**config.mk**
```make
export PLATFORM = sky130hd
export DESIGN_NAME = wb_uart
export DESIGN_NICKNAME = d
export VERILOG_FILES = /design/src/verilog/uart_pkg.sv /design/src/verilog/wb_regs_pkg.sv /design/src/verilog/baud_gen.sv /design/src/verilog/uart_tx.sv /design/src/verilog/uart_rx.sv /design/src/verilog/wb_uart.sv
export SDC_FILE = /design/constraint.sdc
export NUM_CORES = 1
export LEC_CHECK = 0
export BUFFER_PORTS_ARGS = -buffer_cell sky130_fd_sc_hd__buf_4
export CORE_MARGIN = 3
export CORE_UTILIZATION = 39
export CTS_CLUSTER_SIZE = 14
export DETAILED_ROUTE_END_ITERATION = 16
export HOLD_SLACK_MARGIN = 0.03
export PLACE_DENSITY = 0.68
export SKIP_LAST_GASP = 1
export SLEW_MARGIN = 20
export SYNTH_ARGS = -nofsm -noshare
export SYNTH_HDL_FRONTEND = slang
export SYNTH_SLANG_ARGS = --single-unit
```
**constraint.sdc**
```tcl
create_clock -name clk -period 2.07 [get_ports clk]
set_clock_uncertainty 0.05 [all_clocks]
set_input_delay 0.1035 -clock clk [delete_from_list [all_inputs] [get_ports clk]]
set_output_delay 0.1035 -clock clk [all_outputs]
set_load 0.01 [all_outputs]
```
**src/verilog/uart_pkg.sv**
```systemverilog
/*
 * Serial line definitions for the UART.
 * Baud divisor, oversampling ratio, counter widths,
 * the data byte type and the transmitter and receiver state encodings.
 */
package uart_pkg;

    localparam int unsigned BAUD_DIV   = 64;                    // system clocks per bit.
    localparam int unsigned OVERSAMPLE = 16;                    // receiver samples per bit.
    localparam int unsigned OS_DIV     = BAUD_DIV / OVERSAMPLE; // clocks per sample tick.
    localparam int unsigned DATA_BITS  = 8;

    // counter widths derived from the ratios above.
    localparam int unsigned BAUD_CNT_W = $clog2(BAUD_DIV);
    localparam int unsigned OS_CNT_W   = $clog2(OS_DIV);
    localparam int unsigned SMP_CNT_W  = $clog2(OVERSAMPLE);
    localparam int unsigned BIT_CNT_W  = $clog2(DATA_BITS + 1);

    typedef logic [DATA_BITS-1:0] uart_byte_t;

    typedef enum logic [1:0] {
        TX_IDLE,
        TX_START,  // byte latched, waiting for the next bit tick.
        TX_DATA,
        TX_STOP
    } tx_state_t;

    typedef enum logic [1:0] {
        RX_IDLE,
        RX_START,  // falling edge seen, qualifying at mid start bit.
        RX_DATA,
        RX_STOP
    } rx_state_t;

endpackage

```
**src/verilog/wb_regs_pkg.sv**
```systemverilog
/*
 * Bus side definitions for the UART peripheral.
 * Address and data types, the register map and the status bit positions.
 */
package wb_regs_pkg;

    localparam int unsigned ADDR_W = 2;
    localparam int unsigned DATA_W = 8;

    typedef logic [ADDR_W-1:0] wb_addr_t;
    typedef logic [DATA_W-1:0] wb_data_t;

    // register map, one byte per address.
    localparam wb_addr_t TX_REG  = wb_addr_t'(0);  // write starts a transmission.
    localparam wb_addr_t RX_REG  = wb_addr_t'(1);  // last received byte.
    localparam wb_addr_t CTL_REG = wb_addr_t'(2);  // status, error bits are write one to clear.

    // bit positions inside the CTL register.
    localparam int unsigned ST_TX_BUSY    = 0;
    localparam int unsigned ST_RX_VALID   = 1;
    localparam int unsigned ST_RX_OVERRUN = 2;
    localparam int unsigned ST_FRAME_ERR  = 3;

endpackage

```
**src/verilog/baud_gen.sv**
```systemverilog
/*
 * Baud rate generator.
 * Produces a one-cycle enable at the bit rate and one at the
 * oversampling rate, both derived from the system clock.
 */
`timescale 1ns/1ps

module baud_gen (
    input  logic clk,
    input  logic i_rst,
    output logic o_bit_tick,
    output logic o_sample_tick
);
    import uart_pkg::*;

    logic [BAUD_CNT_W-1:0] bit_cnt;
    logic [OS_CNT_W-1:0]   os_cnt;

    // both counters start from their top value, so the bit tick always
    // lands on a sample tick.
    always_ff @(posedge clk) begin
        if (i_rst) begin
            bit_cnt <= BAUD_CNT_W'(BAUD_DIV - 1);
            os_cnt  <= OS_CNT_W'(OS_DIV - 1);
        end else begin
            if (bit_cnt == '0) begin
                bit_cnt <= BAUD_CNT_W'(BAUD_DIV - 1);  // reload at end of bit period.
            end else begin
                bit_cnt <= bit_cnt - 1'b1;
            end

            if (os_cnt == '0) begin
                os_cnt <= OS_CNT_W'(OS_DIV - 1);
            end else begin
                os_cnt <= os_cnt - 1'b1;
            end
        end
    end

    assign o_bit_tick    = (bit_cnt == '0);
    assign o_sample_tick = (os_cnt == '0);

    // the two rates must stay phase aligned.
    a_bit_on_sample: assert property (
        @(posedge clk) disable iff (i_rst) o_bit_tick |-> o_sample_tick
    );

endmodule

```
**src/verilog/uart_tx.sv**
```systemverilog
/*
 * UART transmitter.
 * Sends one 8N1 frame per start request, start bit first,
 * then the data bits LSB first and a single stop bit.
 */
`timescale 1ns/1ps

module uart_tx (
    input  logic                clk,
    input  logic                i_rst,
    input  logic                i_bit_tick,
    input  logic                i_start,
    input  uart_pkg::uart_byte_t i_data,
    output logic                o_busy,
    output logic                o_tx
);
    import uart_pkg::*;

    tx_state_t            state;
    uart_byte_t           shreg;    // bits still to be sent, LSB next.
    logic [BIT_CNT_W-1:0] bit_cnt;

    always_ff @(posedge clk) begin
        if (i_rst) begin
            state   <= TX_IDLE;
            bit_cnt <= '0;
            o_tx    <= 1'b1;  // line idles high.
        end else begin
            case (state)
                TX_IDLE: begin
                    o_tx <= 1'b1;
                    if (i_start) begin
                        state <= TX_START;
                    end
                end

                // hold the line high until the bit grid comes round.
                TX_START: begin
                    if (i_bit_tick) begin
                        o_tx    <= 1'b0;  // start bit.
                        bit_cnt <= '0;
                        state   <= TX_DATA;
                    end
                end

                TX_DATA: begin
                    if (i_bit_tick) begin
                        if (bit_cnt == BIT_CNT_W'(DATA_BITS)) begin
                            o_tx  <= 1'b1;  // all data bits out, drive the stop bit.
                            state <= TX_STOP;
                        end else begin
                            o_tx    <= shreg[0];
                            bit_cnt <= bit_cnt + 1'b1;
                        end
                    end
                end

                TX_STOP: begin
                    if (i_bit_tick) begin
                        state <= TX_IDLE;  // stop bit has lasted one full bit time.
                    end
                end

                default: begin
                    state <= TX_IDLE;
                end
            endcase
        end
    end

    // data path, loaded on an accepted start and shifted on each data bit.
    always_ff @(posedge clk) begin
        if (state == TX_IDLE && i_start) begin
            shreg <= i_data;
        end else if (state == TX_DATA && i_bit_tick &&
                     bit_cnt != BIT_CNT_W'(DATA_BITS)) begin
            shreg <= shreg >> 1;
        end
    end

    assign o_busy = (state != TX_IDLE);

    a_idle_line_high: assert property (
        @(posedge clk) disable iff (i_rst) (state == TX_IDLE) |-> o_tx
    );

endmodule

```
**src/verilog/uart_rx.sv**
```systemverilog
/*
 * UART receiver.
 * Synchronizes the serial input, qualifies the start bit at mid-bit,
 * samples each data bit in its middle with 16x oversampling and
 * checks the stop bit.
 */
`timescale 1ns/1ps

module uart_rx (
    input  logic                 clk,
    input  logic                 i_rst,
    input  logic                 i_sample_tick,
    input  logic                 i_rx,
    output logic                 o_strobe,
    output uart_pkg::uart_byte_t o_data,
    output logic                 o_frame_err
);
    import uart_pkg::*;

    logic                 rx_meta;
    logic                 rx_sync;
    logic                 rx_prev;   // previous synchronized level, for edge detection.
    logic                 rx_fall;
    rx_state_t            state;
    logic [SMP_CNT_W-1:0] smp_cnt;
    logic [BIT_CNT_W-1:0] bit_cnt;
    uart_byte_t           shreg;

    // two-flop synchronizer, the line is asynchronous to clk.
    always_ff @(posedge clk) begin
        if (i_rst) begin
            rx_meta <= 1'b1;
            rx_sync <= 1'b1;
            rx_prev <= 1'b1;
        end else begin
            rx_meta <= i_rx;
            rx_sync <= rx_meta;
            rx_prev <= rx_sync;
        end
    end

    assign rx_fall = rx_prev & ~rx_sync;

    always_ff @(posedge clk) begin
        if (i_rst) begin
            state       <= RX_IDLE;
            smp_cnt     <= '0;
            bit_cnt     <= '0;
            o_strobe    <= 1'b0;
            o_frame_err <= 1'b0;
        end else begin
            o_strobe <= 1'b0;
            case (state)
                RX_IDLE: begin
                    if (rx_fall) begin
                        smp_cnt <= '0;
                        state   <= RX_START;
                    end
                end

                RX_START: begin
                    if (i_sample_tick) begin
                        if (smp_cnt == SMP_CNT_W'(OVERSAMPLE / 2 - 1)) begin
                            // mid start bit, a high line here was a glitch.
                            smp_cnt <= '0;
                            bit_cnt <= '0;
                            state   <= rx_sync ? RX_IDLE : RX_DATA;
                        end else begin
                            smp_cnt <= smp_cnt + 1'b1;
                        end
                    end
                end

                RX_DATA: begin
                    if (i_sample_tick) begin
                        if (smp_cnt == SMP_CNT_W'(OVERSAMPLE - 1)) begin
                            smp_cnt <= '0;
                            bit_cnt <= bit_cnt + 1'b1;
                            if (bit_cnt == BIT_CNT_W'(DATA_BITS - 1)) begin
                                state <= RX_STOP;
                            end
                        end else begin
                            smp_cnt <= smp_cnt + 1'b1;
                        end
                    end
                end

                RX_STOP: begin
                    if (i_sample_tick) begin
                        if (smp_cnt == SMP_CNT_W'(OVERSAMPLE - 1)) begin
                            o_strobe    <= 1'b1;      // byte complete.
                            o_frame_err <= ~rx_sync;  // stop bit must be high.
                            state       <= RX_IDLE;
                        end else begin
                            smp_cnt <= smp_cnt + 1'b1;
                        end
                    end
                end

                default: begin
                    state <= RX_IDLE;
                end
            endcase
        end
    end

    // shift register fills from the top, so the first bit ends up in bit 0.
    always_ff @(posedge clk) begin
        if (state == RX_DATA && i_sample_tick && smp_cnt == SMP_CNT_W'(OVERSAMPLE - 1)) begin
            shreg <= {rx_sync, shreg[DATA_BITS-1:1]};
        end
    end

    assign o_data = shreg;

    a_strobe_single: assert property (
        @(posedge clk) disable iff (i_rst) o_strobe |=> !o_strobe
    );

endmodule

```
**src/verilog/wb_uart.sv**
```systemverilog
/*
 * Wishbone UART peripheral, top level.
 * Classic pipelined single cycle slave with TX, RX and CTL registers,
 * the receive holding register, sticky status flags, and the
 * baud generator, transmitter and receiver instances.
 */
`timescale 1ns/1ps

module wb_uart (
    input  logic                  clk,
    input  logic                  i_rst,
    input  logic                  i_wb_cyc,
    input  logic                  i_wb_stb,
    input  logic                  i_wb_we,
    input  wb_regs_pkg::wb_addr_t i_wb_addr,
    input  wb_regs_pkg::wb_data_t i_wb_data,
    output logic                  o_wb_ack,
    output logic                  o_wb_stall,
    output wb_regs_pkg::wb_data_t o_wb_data,
    input  logic                  i_uart_rx,
    output logic                  o_uart_tx
);
    import uart_pkg::*;
    import wb_regs_pkg::*;

    logic       bit_tick;
    logic       sample_tick;
    logic       tx_start;
    uart_byte_t tx_data;
    logic       tx_busy;
    logic       rx_strobe;
    uart_byte_t rx_data;
    logic       rx_frame_err;

    logic       wb_req;
    logic       rd_rx;      // bus read of the RX register this cycle.
    logic       wr_ctl;
    logic       rx_pend;    // strobe delayed by one cycle.
    logic       rx_pend_ferr;
    uart_byte_t rx_hold;
    logic       rx_valid;
    logic       rx_overrun;
    logic       frame_err;
    wb_data_t   status;
    wb_data_t   rd_mux;

    assign o_wb_stall = 1'b0;  // every request is taken at once.
    assign wb_req     = i_wb_cyc & i_wb_stb;
    assign rd_rx      = wb_req & ~i_wb_we & (i_wb_addr == RX_REG);
    assign wr_ctl     = wb_req & i_wb_we & (i_wb_addr == CTL_REG);

    // a write while busy is acknowledged but the byte goes nowhere.
    assign tx_start = wb_req & i_wb_we & (i_wb_addr == TX_REG) & ~tx_busy;
    assign tx_data  = i_wb_data;

    always_comb begin
        status                = '0;
        status[ST_TX_BUSY]    = tx_busy;
        status[ST_RX_VALID]   = rx_valid;
        status[ST_RX_OVERRUN] = rx_overrun;
        status[ST_FRAME_ERR]  = frame_err;
    end

    always_comb begin
        case (i_wb_addr)
            RX_REG:  rd_mux = rx_hold;
            CTL_REG: rd_mux = status;
            default: rd_mux = '0;  // TX and the unused address read as zero.
        endcase
    end

    always_ff @(posedge clk) begin
        if (i_rst) begin
            o_wb_ack <= 1'b0;
        end else begin
            o_wb_ack <= wb_req;
        end
    end

    // read data lines up with the ack. writes return zero.
    always_ff @(posedge clk) begin
        o_wb_data <= (wb_req && !i_wb_we) ? rd_mux : '0;
    end

    always_ff @(posedge clk) begin
        if (i_rst) begin
            rx_pend      <= 1'b0;
            rx_pend_ferr <= 1'b0;
            rx_valid     <= 1'b0;
            rx_overrun   <= 1'b0;
            frame_err    <= 1'b0;
        end else begin
            rx_pend      <= rx_strobe;
            rx_pend_ferr <= rx_strobe & rx_frame_err;

            if (rx_pend) begin
                rx_valid <= 1'b1;  // a new byte wins over a read in the same cycle.
            end else if (rd_rx) begin
                rx_valid <= 1'b0;
            end

            if (rx_pend && rx_valid && !rd_rx) begin
                rx_overrun <= 1'b1;  // previous byte was never read.
            end else if (wr_ctl && i_wb_data[ST_RX_OVERRUN]) begin
                rx_overrun <= 1'b0;
            end

            if (rx_pend_ferr) begin
                frame_err <= 1'b1;
            end else if (wr_ctl && i_wb_data[ST_FRAME_ERR]) begin
                frame_err <= 1'b0;
            end
        end
    end

    // receiver data stays put until the next frame starts shifting.
    always_ff @(posedge clk) begin
        if (rx_pend) begin
            rx_hold <= rx_data;
        end
    end

    baud_gen baud_gen_inst (
        .clk           (clk),
        .i_rst         (i_rst),
        .o_bit_tick    (bit_tick),
        .o_sample_tick (sample_tick)
    );

    uart_tx uart_tx_inst (
        .clk        (clk),
        .i_rst      (i_rst),
        .i_bit_tick (bit_tick),
        .i_start    (tx_start),
        .i_data     (tx_data),
        .o_busy     (tx_busy),
        .o_tx       (o_uart_tx)
    );

    uart_rx uart_rx_inst (
        .clk           (clk),
        .i_rst         (i_rst),
        .i_sample_tick (sample_tick),
        .i_rx          (i_uart_rx),
        .o_strobe      (rx_strobe),
        .o_data        (rx_data),
        .o_frame_err   (rx_frame_err)
    );

    a_ack_after_req: assert property (
        @(posedge clk) disable iff (i_rst) o_wb_ack |-> $past(wb_req)
    );

endmodule

```
# Word level (Yosys, flattened, before mapping)
# Index checks and enable logic that the tools add are counted.
# word_totals
ff_bits	68
inputBits	16
out_inout_bits	11
# classes
muxes	47
addsub	5
n_bitwise	14
n_reduce_logical	35
n_eq_ne	28
# ops
operator	count
two-way mux 4 bit	14
two-way mux 2 bit	14
inequality test 2 x 1 -> 1 bit (second input constant)	13
two-way mux 8 bit	2
case mux 2 bit (4 select lines)	2
case mux 4 bit (2 select lines)	2
case mux 4 bit (4 select lines)	1
case mux 8 bit (2 select lines)	1
AND reduction 5 bit	3
nonzero test 2 bit	7
adder 4 x 1 -> 4 bit (second input constant)	3
equality test 2 bit (second input constant)	5
logical AND 1 bit	10
two-way mux 1 bit	10
bitwise AND 1 bit	9
equality test 4 x 3 -> 1 bit (second input constant)	2
equality test 4 bit (second input constant)	2
logical NOT 2 bit	4
AND reduction 8 bit	1
equality test 2 x 1 -> 1 bit (second input constant)	3
logical NOT 6 bit	1
AND reduction 3 bit	2
subtractor 6 x 1 -> 6 bit (second input constant)	1
inverter 1 bit	5
9 further kinds	12

# Logic depth before layout (Yosys ltp)
# depth
word_depth	6
mapped_depth	7

# Cells and area by module
# A second synthesis with hierarchy kept.
# unflattened
hier_cells	265
area_unflattened_um2	2925.3
# modules_own_cells
mod	n_inst	area_per_inst_um2	seq_area_each_um2	cells_each
uart_rx	1	989.7	540.5	93
uart_tx	1	822.0	380.4	75
wb_uart	1	758.2	520.5	60
baud_gen	1	355.3	160.2	37

# Worst setup path before layout
# Ideal clock, no wire load.
# synth_path
path_kind	register -> register
startpoint	register uart_rx_inst.smp_cnt[0]
endpoint	register uart_rx_inst.shreg[0], in the netlist uart_rx_inst.o_data[0], enable pin
required_time_ps	1622
arrival_time_ps	1664
stages_incl_launch_ff	4
setup_slack_ps	-41
path_cell_list	dfxtp_1 > ha_1 > nand2_1 > nor4b_1
# synth_via
elab_chain_cells	2
# synth_rtl
item	line_no	text
from (decl)	uart_rx.sv:25	logic [SMP_CNT_W-1:0] smp_cnt;
from (signal assigned)	uart_rx.sv:69	smp_cnt <= smp_cnt + 1'b1;
from (signal assigned)	uart_rx.sv:83	smp_cnt <= smp_cnt + 1'b1;
from (signal assigned)	uart_rx.sv:95	smp_cnt <= smp_cnt + 1'b1;
equality test 4 bit	uart_rx.sv:109	if (state == RX_DATA && i_sample_tick && smp_cnt == SMP_CNT_W'(OVERSAMPLE - 1)) begin
logical AND 1 bit	uart_rx.sv:109	
to (signal assigned)	uart_rx.sv:110	shreg <= {rx_sync, shreg[DATA_BITS-1:1]};
to (decl)	uart_rx.sv:27	uart_byte_t shreg;
# No other way between the ends.
# A chain may end at the register's enable or synchronous reset.

# Final worst setup path
# layout_path
startpoint	register uart_tx_inst.state[0]
endpoint	register uart_tx_inst.bit_cnt[3]
# layout_via
elab_chain_cells	3
# layout_rtl
item	line_no	text
from (decl)	uart_tx.sv:19	tx_state_t state;
from (signal assigned)	uart_tx.sv:25	state <= TX_IDLE;
from (signal assigned)	uart_tx.sv:33	state <= TX_START;
from (signal assigned)	uart_tx.sv:42	state <= TX_DATA;
equality test 2 bit / equality test 2 x 1 -> 1 bit (equally long branches)	uart_tx.sv:29	case (state)
inequality test 2 bit (no source line) (tied with other cells)	-	
AND reduction 4 bit (no source line)	-	
to (signal assigned)	uart_tx.sv:53	bit_cnt <= bit_cnt + 1'b1;
to (decl)	uart_tx.sv:21	logic [BIT_CNT_W-1:0] bit_cnt;
# Several ways; a longest one is shown, not always the timed one.

==> reports/results.md <==
### Status
* result of the run: finished clean

### Job
* number of max-capacitance violations reported: 0

### CTS
* Max Buffers Root-to-Sink: 2
* Clk Latency, worst-skew pair: 340 ps
* root cell of the clock tree: clkbuf_8
* Worst-path clk slew: 80 ps
* Resized Gates After CTS: 0
* number of clock buffers inserted by TritonCTS: 9
* Sink Count: 68
* Clock H-tree levels: 3
* TritonCTS clock tree: yes

### Critical path
* arrival time worst endpoint: 1980 ps
* type of the worst setup path: register to register
* WP data required: 2300 ps
* nature of the critical path endpoint: register
* Max Fanout on Critical Path: 12
* type of origin of the critical path: register

### Floorplanning
* Starting Density: 40.7%
* Core Region: 6910 um2
* Row Count: 30
* I/O pin total: 27
* die height: 90.9 um
* DIE WIDTH: 90.9 um
* die area: 8270 um2

### STA
* fmax: 573 MHz
* Post-Route Hold Slack: 50.5 ps
* unrepaired setup endpoints after global routing: no
* post-layout minimum cycle time: 1750 ps
* final max-slew violation count: 0
* part of the cycle the worst path needs: 84.4%
* final hold violations: 0
* final setup violating endpoints: 0
* Total Neg Setup Slack: 0 ps
* Final Worst Setup Slack: 324 ps

### Route
* antenna violation net count after detailed routing: 0
* number of design-rule violations left by the first detailed-router iteration: 144
* overall via count from detail_route: 1,907
* final wirelength: 4920 um
* final routed wire length divided by cell count: 12.3 um
* TritonRoute pass-1 iters: 4
* remaining design rule violation count: 0
* Vias per Instance: 4.77

### Placed design
* post-place setup slack: 318 ps
* number of I/O port buffers: 25
* detailed-placement wirelength estimate: 3230 um
* Final Wtd Congestion: 0.758

### Worst hold path
* Hold WC Path Type: input port to register

### Layout
* ratio of cells with drive above 1 in the final layout: 18.8%
* Filler Cell Count: 632
* area of the multi-input gates: 1110 um2
* combined flip-flop and latch cell area: 1600 um2
* antenna fix cells: 0
* Final Net Count: 330
* area growth from synthesis to layout: 23.7%

### Logic synthesis
* Syn Area/Cell: 10.9 um2
* yosys synthesis warning count: 0
* synthesized flop and latch total: 68
* number of flops mapped to enable cells by yosys: 24
* net count after synthesis: 289
* cells after synthesis: 258
* sequential fraction of the synthesis area: 56.9%
* Primary FF master, synth: dfxtp_1
* Cell Area, Synth: 2810 um2
* count of cell types in the netlist: 47
* proportion of synthesized flip-flops having asynchronous set or reset: 0%

### Global routing
* via count of the first global-routing pass: 1,888
* total overflow reported by the global router: 0
* number of antenna violations at the first check in global routing: 0
* wire length of the first global-routing pass: 8600 um
* Total Routing Usage GR: 13.1%
* largest net degree at the start of global routing: 24

### Power
* static leakage: 1.36 nW
* IR Drop Worst-Case VDD: 0.362 mV
* power density of the placed cells: 900 nW/um2

-- cell usage in the layout (no fill, tap or decap), types with 4 or more instances in the layout --
cell type	Yosys	layout
clkbuf_8	0	9
and3_1	6	6
bufinv_16	0	4
buf_4	1	27
dlygate4sd3_1	0	11
nand2_1	24	24
mux2i_1	6	6
dfxtp_1	44	44
edfxtp_1	24	24
xnor2_1	6	6
nor2_1	27	27
o21ai_0	7	7
ha_1	15	15
a22oi_1	5	5
mux2_2	7	7
nand4_1	6	6
inv_1	17	17
a21oi_1	8	8
nand3_1	4	4
-- critical path, stage by stage, from the launching register on --
cell,delay [ps]
dfxtp_1,360
inv_1,90
ha_1,390
nor2b_1,160
or4_1,480
a21oi_1,140
-- logic make-up (layout without fill, tap and decap cells) --
| kind of cell | Yosys count | in the layout | synth area share (%) |
|---|---|---|---|
| xor+xnor | 8 | 8 | 2.49 |
| compound gates | 39 | 39 | 9.43 |
| buf+inv | 25 | 71 | 3.82 |
| flops | 68 | 68 | 56.9 |
| mux | 13 | 13 | 4.94 |
| simple gates | 89 | 89 | 15.6 |
| other cells | 1 | 1 | 0.133 |
| fa+ha+maj | 15 | 15 | 6.67 |
-- sequential cells by signal (all words and copies together), names as in the netlist, 2 cells and up, named ones only --
signal                 flops
rx_hold                    8
uart_tx_inst.shreg         8
baud_gen_inst.bit_cnt      6
uart_rx_inst.bit_cnt       4
uart_tx_inst.bit_cnt       4
baud_gen_inst.os_cnt       2
uart_tx_inst.state         2
uart_rx_inst.smp_cnt       4
uart_rx_inst.o_data        8
o_wb_data                  8
-- power by group --
group | internal [mW] | switching, mW | leakage (nW) | total (mW)
combinational | 0.121 | 0.129 | 0.651 | 0.250
clock | 0.932 | 0.520 | 0.134 | 1.45
sequential | 1.40 | 0.0235 | 0.573 | 1.43
total | 2.46 | 0.673 | 1.36 | 3.13
-- cells in the mapped netlist, drive strengths merged, types with 4 or more instances --
library cell / count / area (um2)
ha: 15 / 188
nor2: 27 / 101
a21oi: 8 / 40.0
and3: 7 / 45.1
edfxtp: 24 / 721
clkbuf: 4 / 15.0
inv: 17 / 63.8
nand4: 6 / 37.5
xnor2: 6 / 52.6
o21ai: 7 / 35.0
mux2i: 6 / 60.1
nand2: 24 / 90.1
buf: 4 / 28.8
nand3: 4 / 20.0
a22oi: 5 / 37.5
mux2: 7 / 78.8
dfxtp: 44 / 881
-- final timing paths --
| path | slack [ps] | from | cells past startpoint | endpoint |
|---|---|---|---|---|
| max | 320 | uart_tx_inst.state[0] | 5 | uart_tx_inst.bit_cnt[3] |
| min | 50 | i_rst | 2 | rx_overrun |
| max reg2reg | 320 | uart_tx_inst.state[0] | 5 | uart_tx_inst.bit_cnt[3] |
| min reg2reg | 340 | baud_gen_inst.os_cnt[0] | 1 | baud_gen_inst.os_cnt[0] |
-- timing repair --
action | in CTS | in global routing
hold endpoints to repair | 10 | 0
setup buffers | 0 | 0
hold buffers | 11 | 0
-- layer usage --
layer / part of all wire, % / vias up / track usage [%]
met5: 0 / - / 0
met4: 2.0 / 0 / 6.28
met3: 5.4 / 6 / 4.64
met2: 46 / 47 / 20.2
met1: 47 / 868 / 16.2
li1: - / 986 / -
-- layout make-up --
cell class                 count  share of cell area, %
clock buffer                   9                   3.56
clock inverter                 7                   4.21
inverter                      17                   1.83
multi-input combinational    165                   31.9
sequential                    68                   46.0
tap                           96                   3.45
timing repair buffer          38                   8.99
-- stage by stage --
stage                     instances  area (um2)  total power, mW  utilization, %
after CTS                       400        3480             3.17            50.4
after floorplan                 258        2820             1.62               -
final                           400        3480             3.13            50.4
after global placement          373        3100             1.69            44.9
after global routing            400        3480             3.27            50.4
after detailed placement        373        3100             1.69            44.9
No activity file was read; power rests on OpenSTA's default activity.
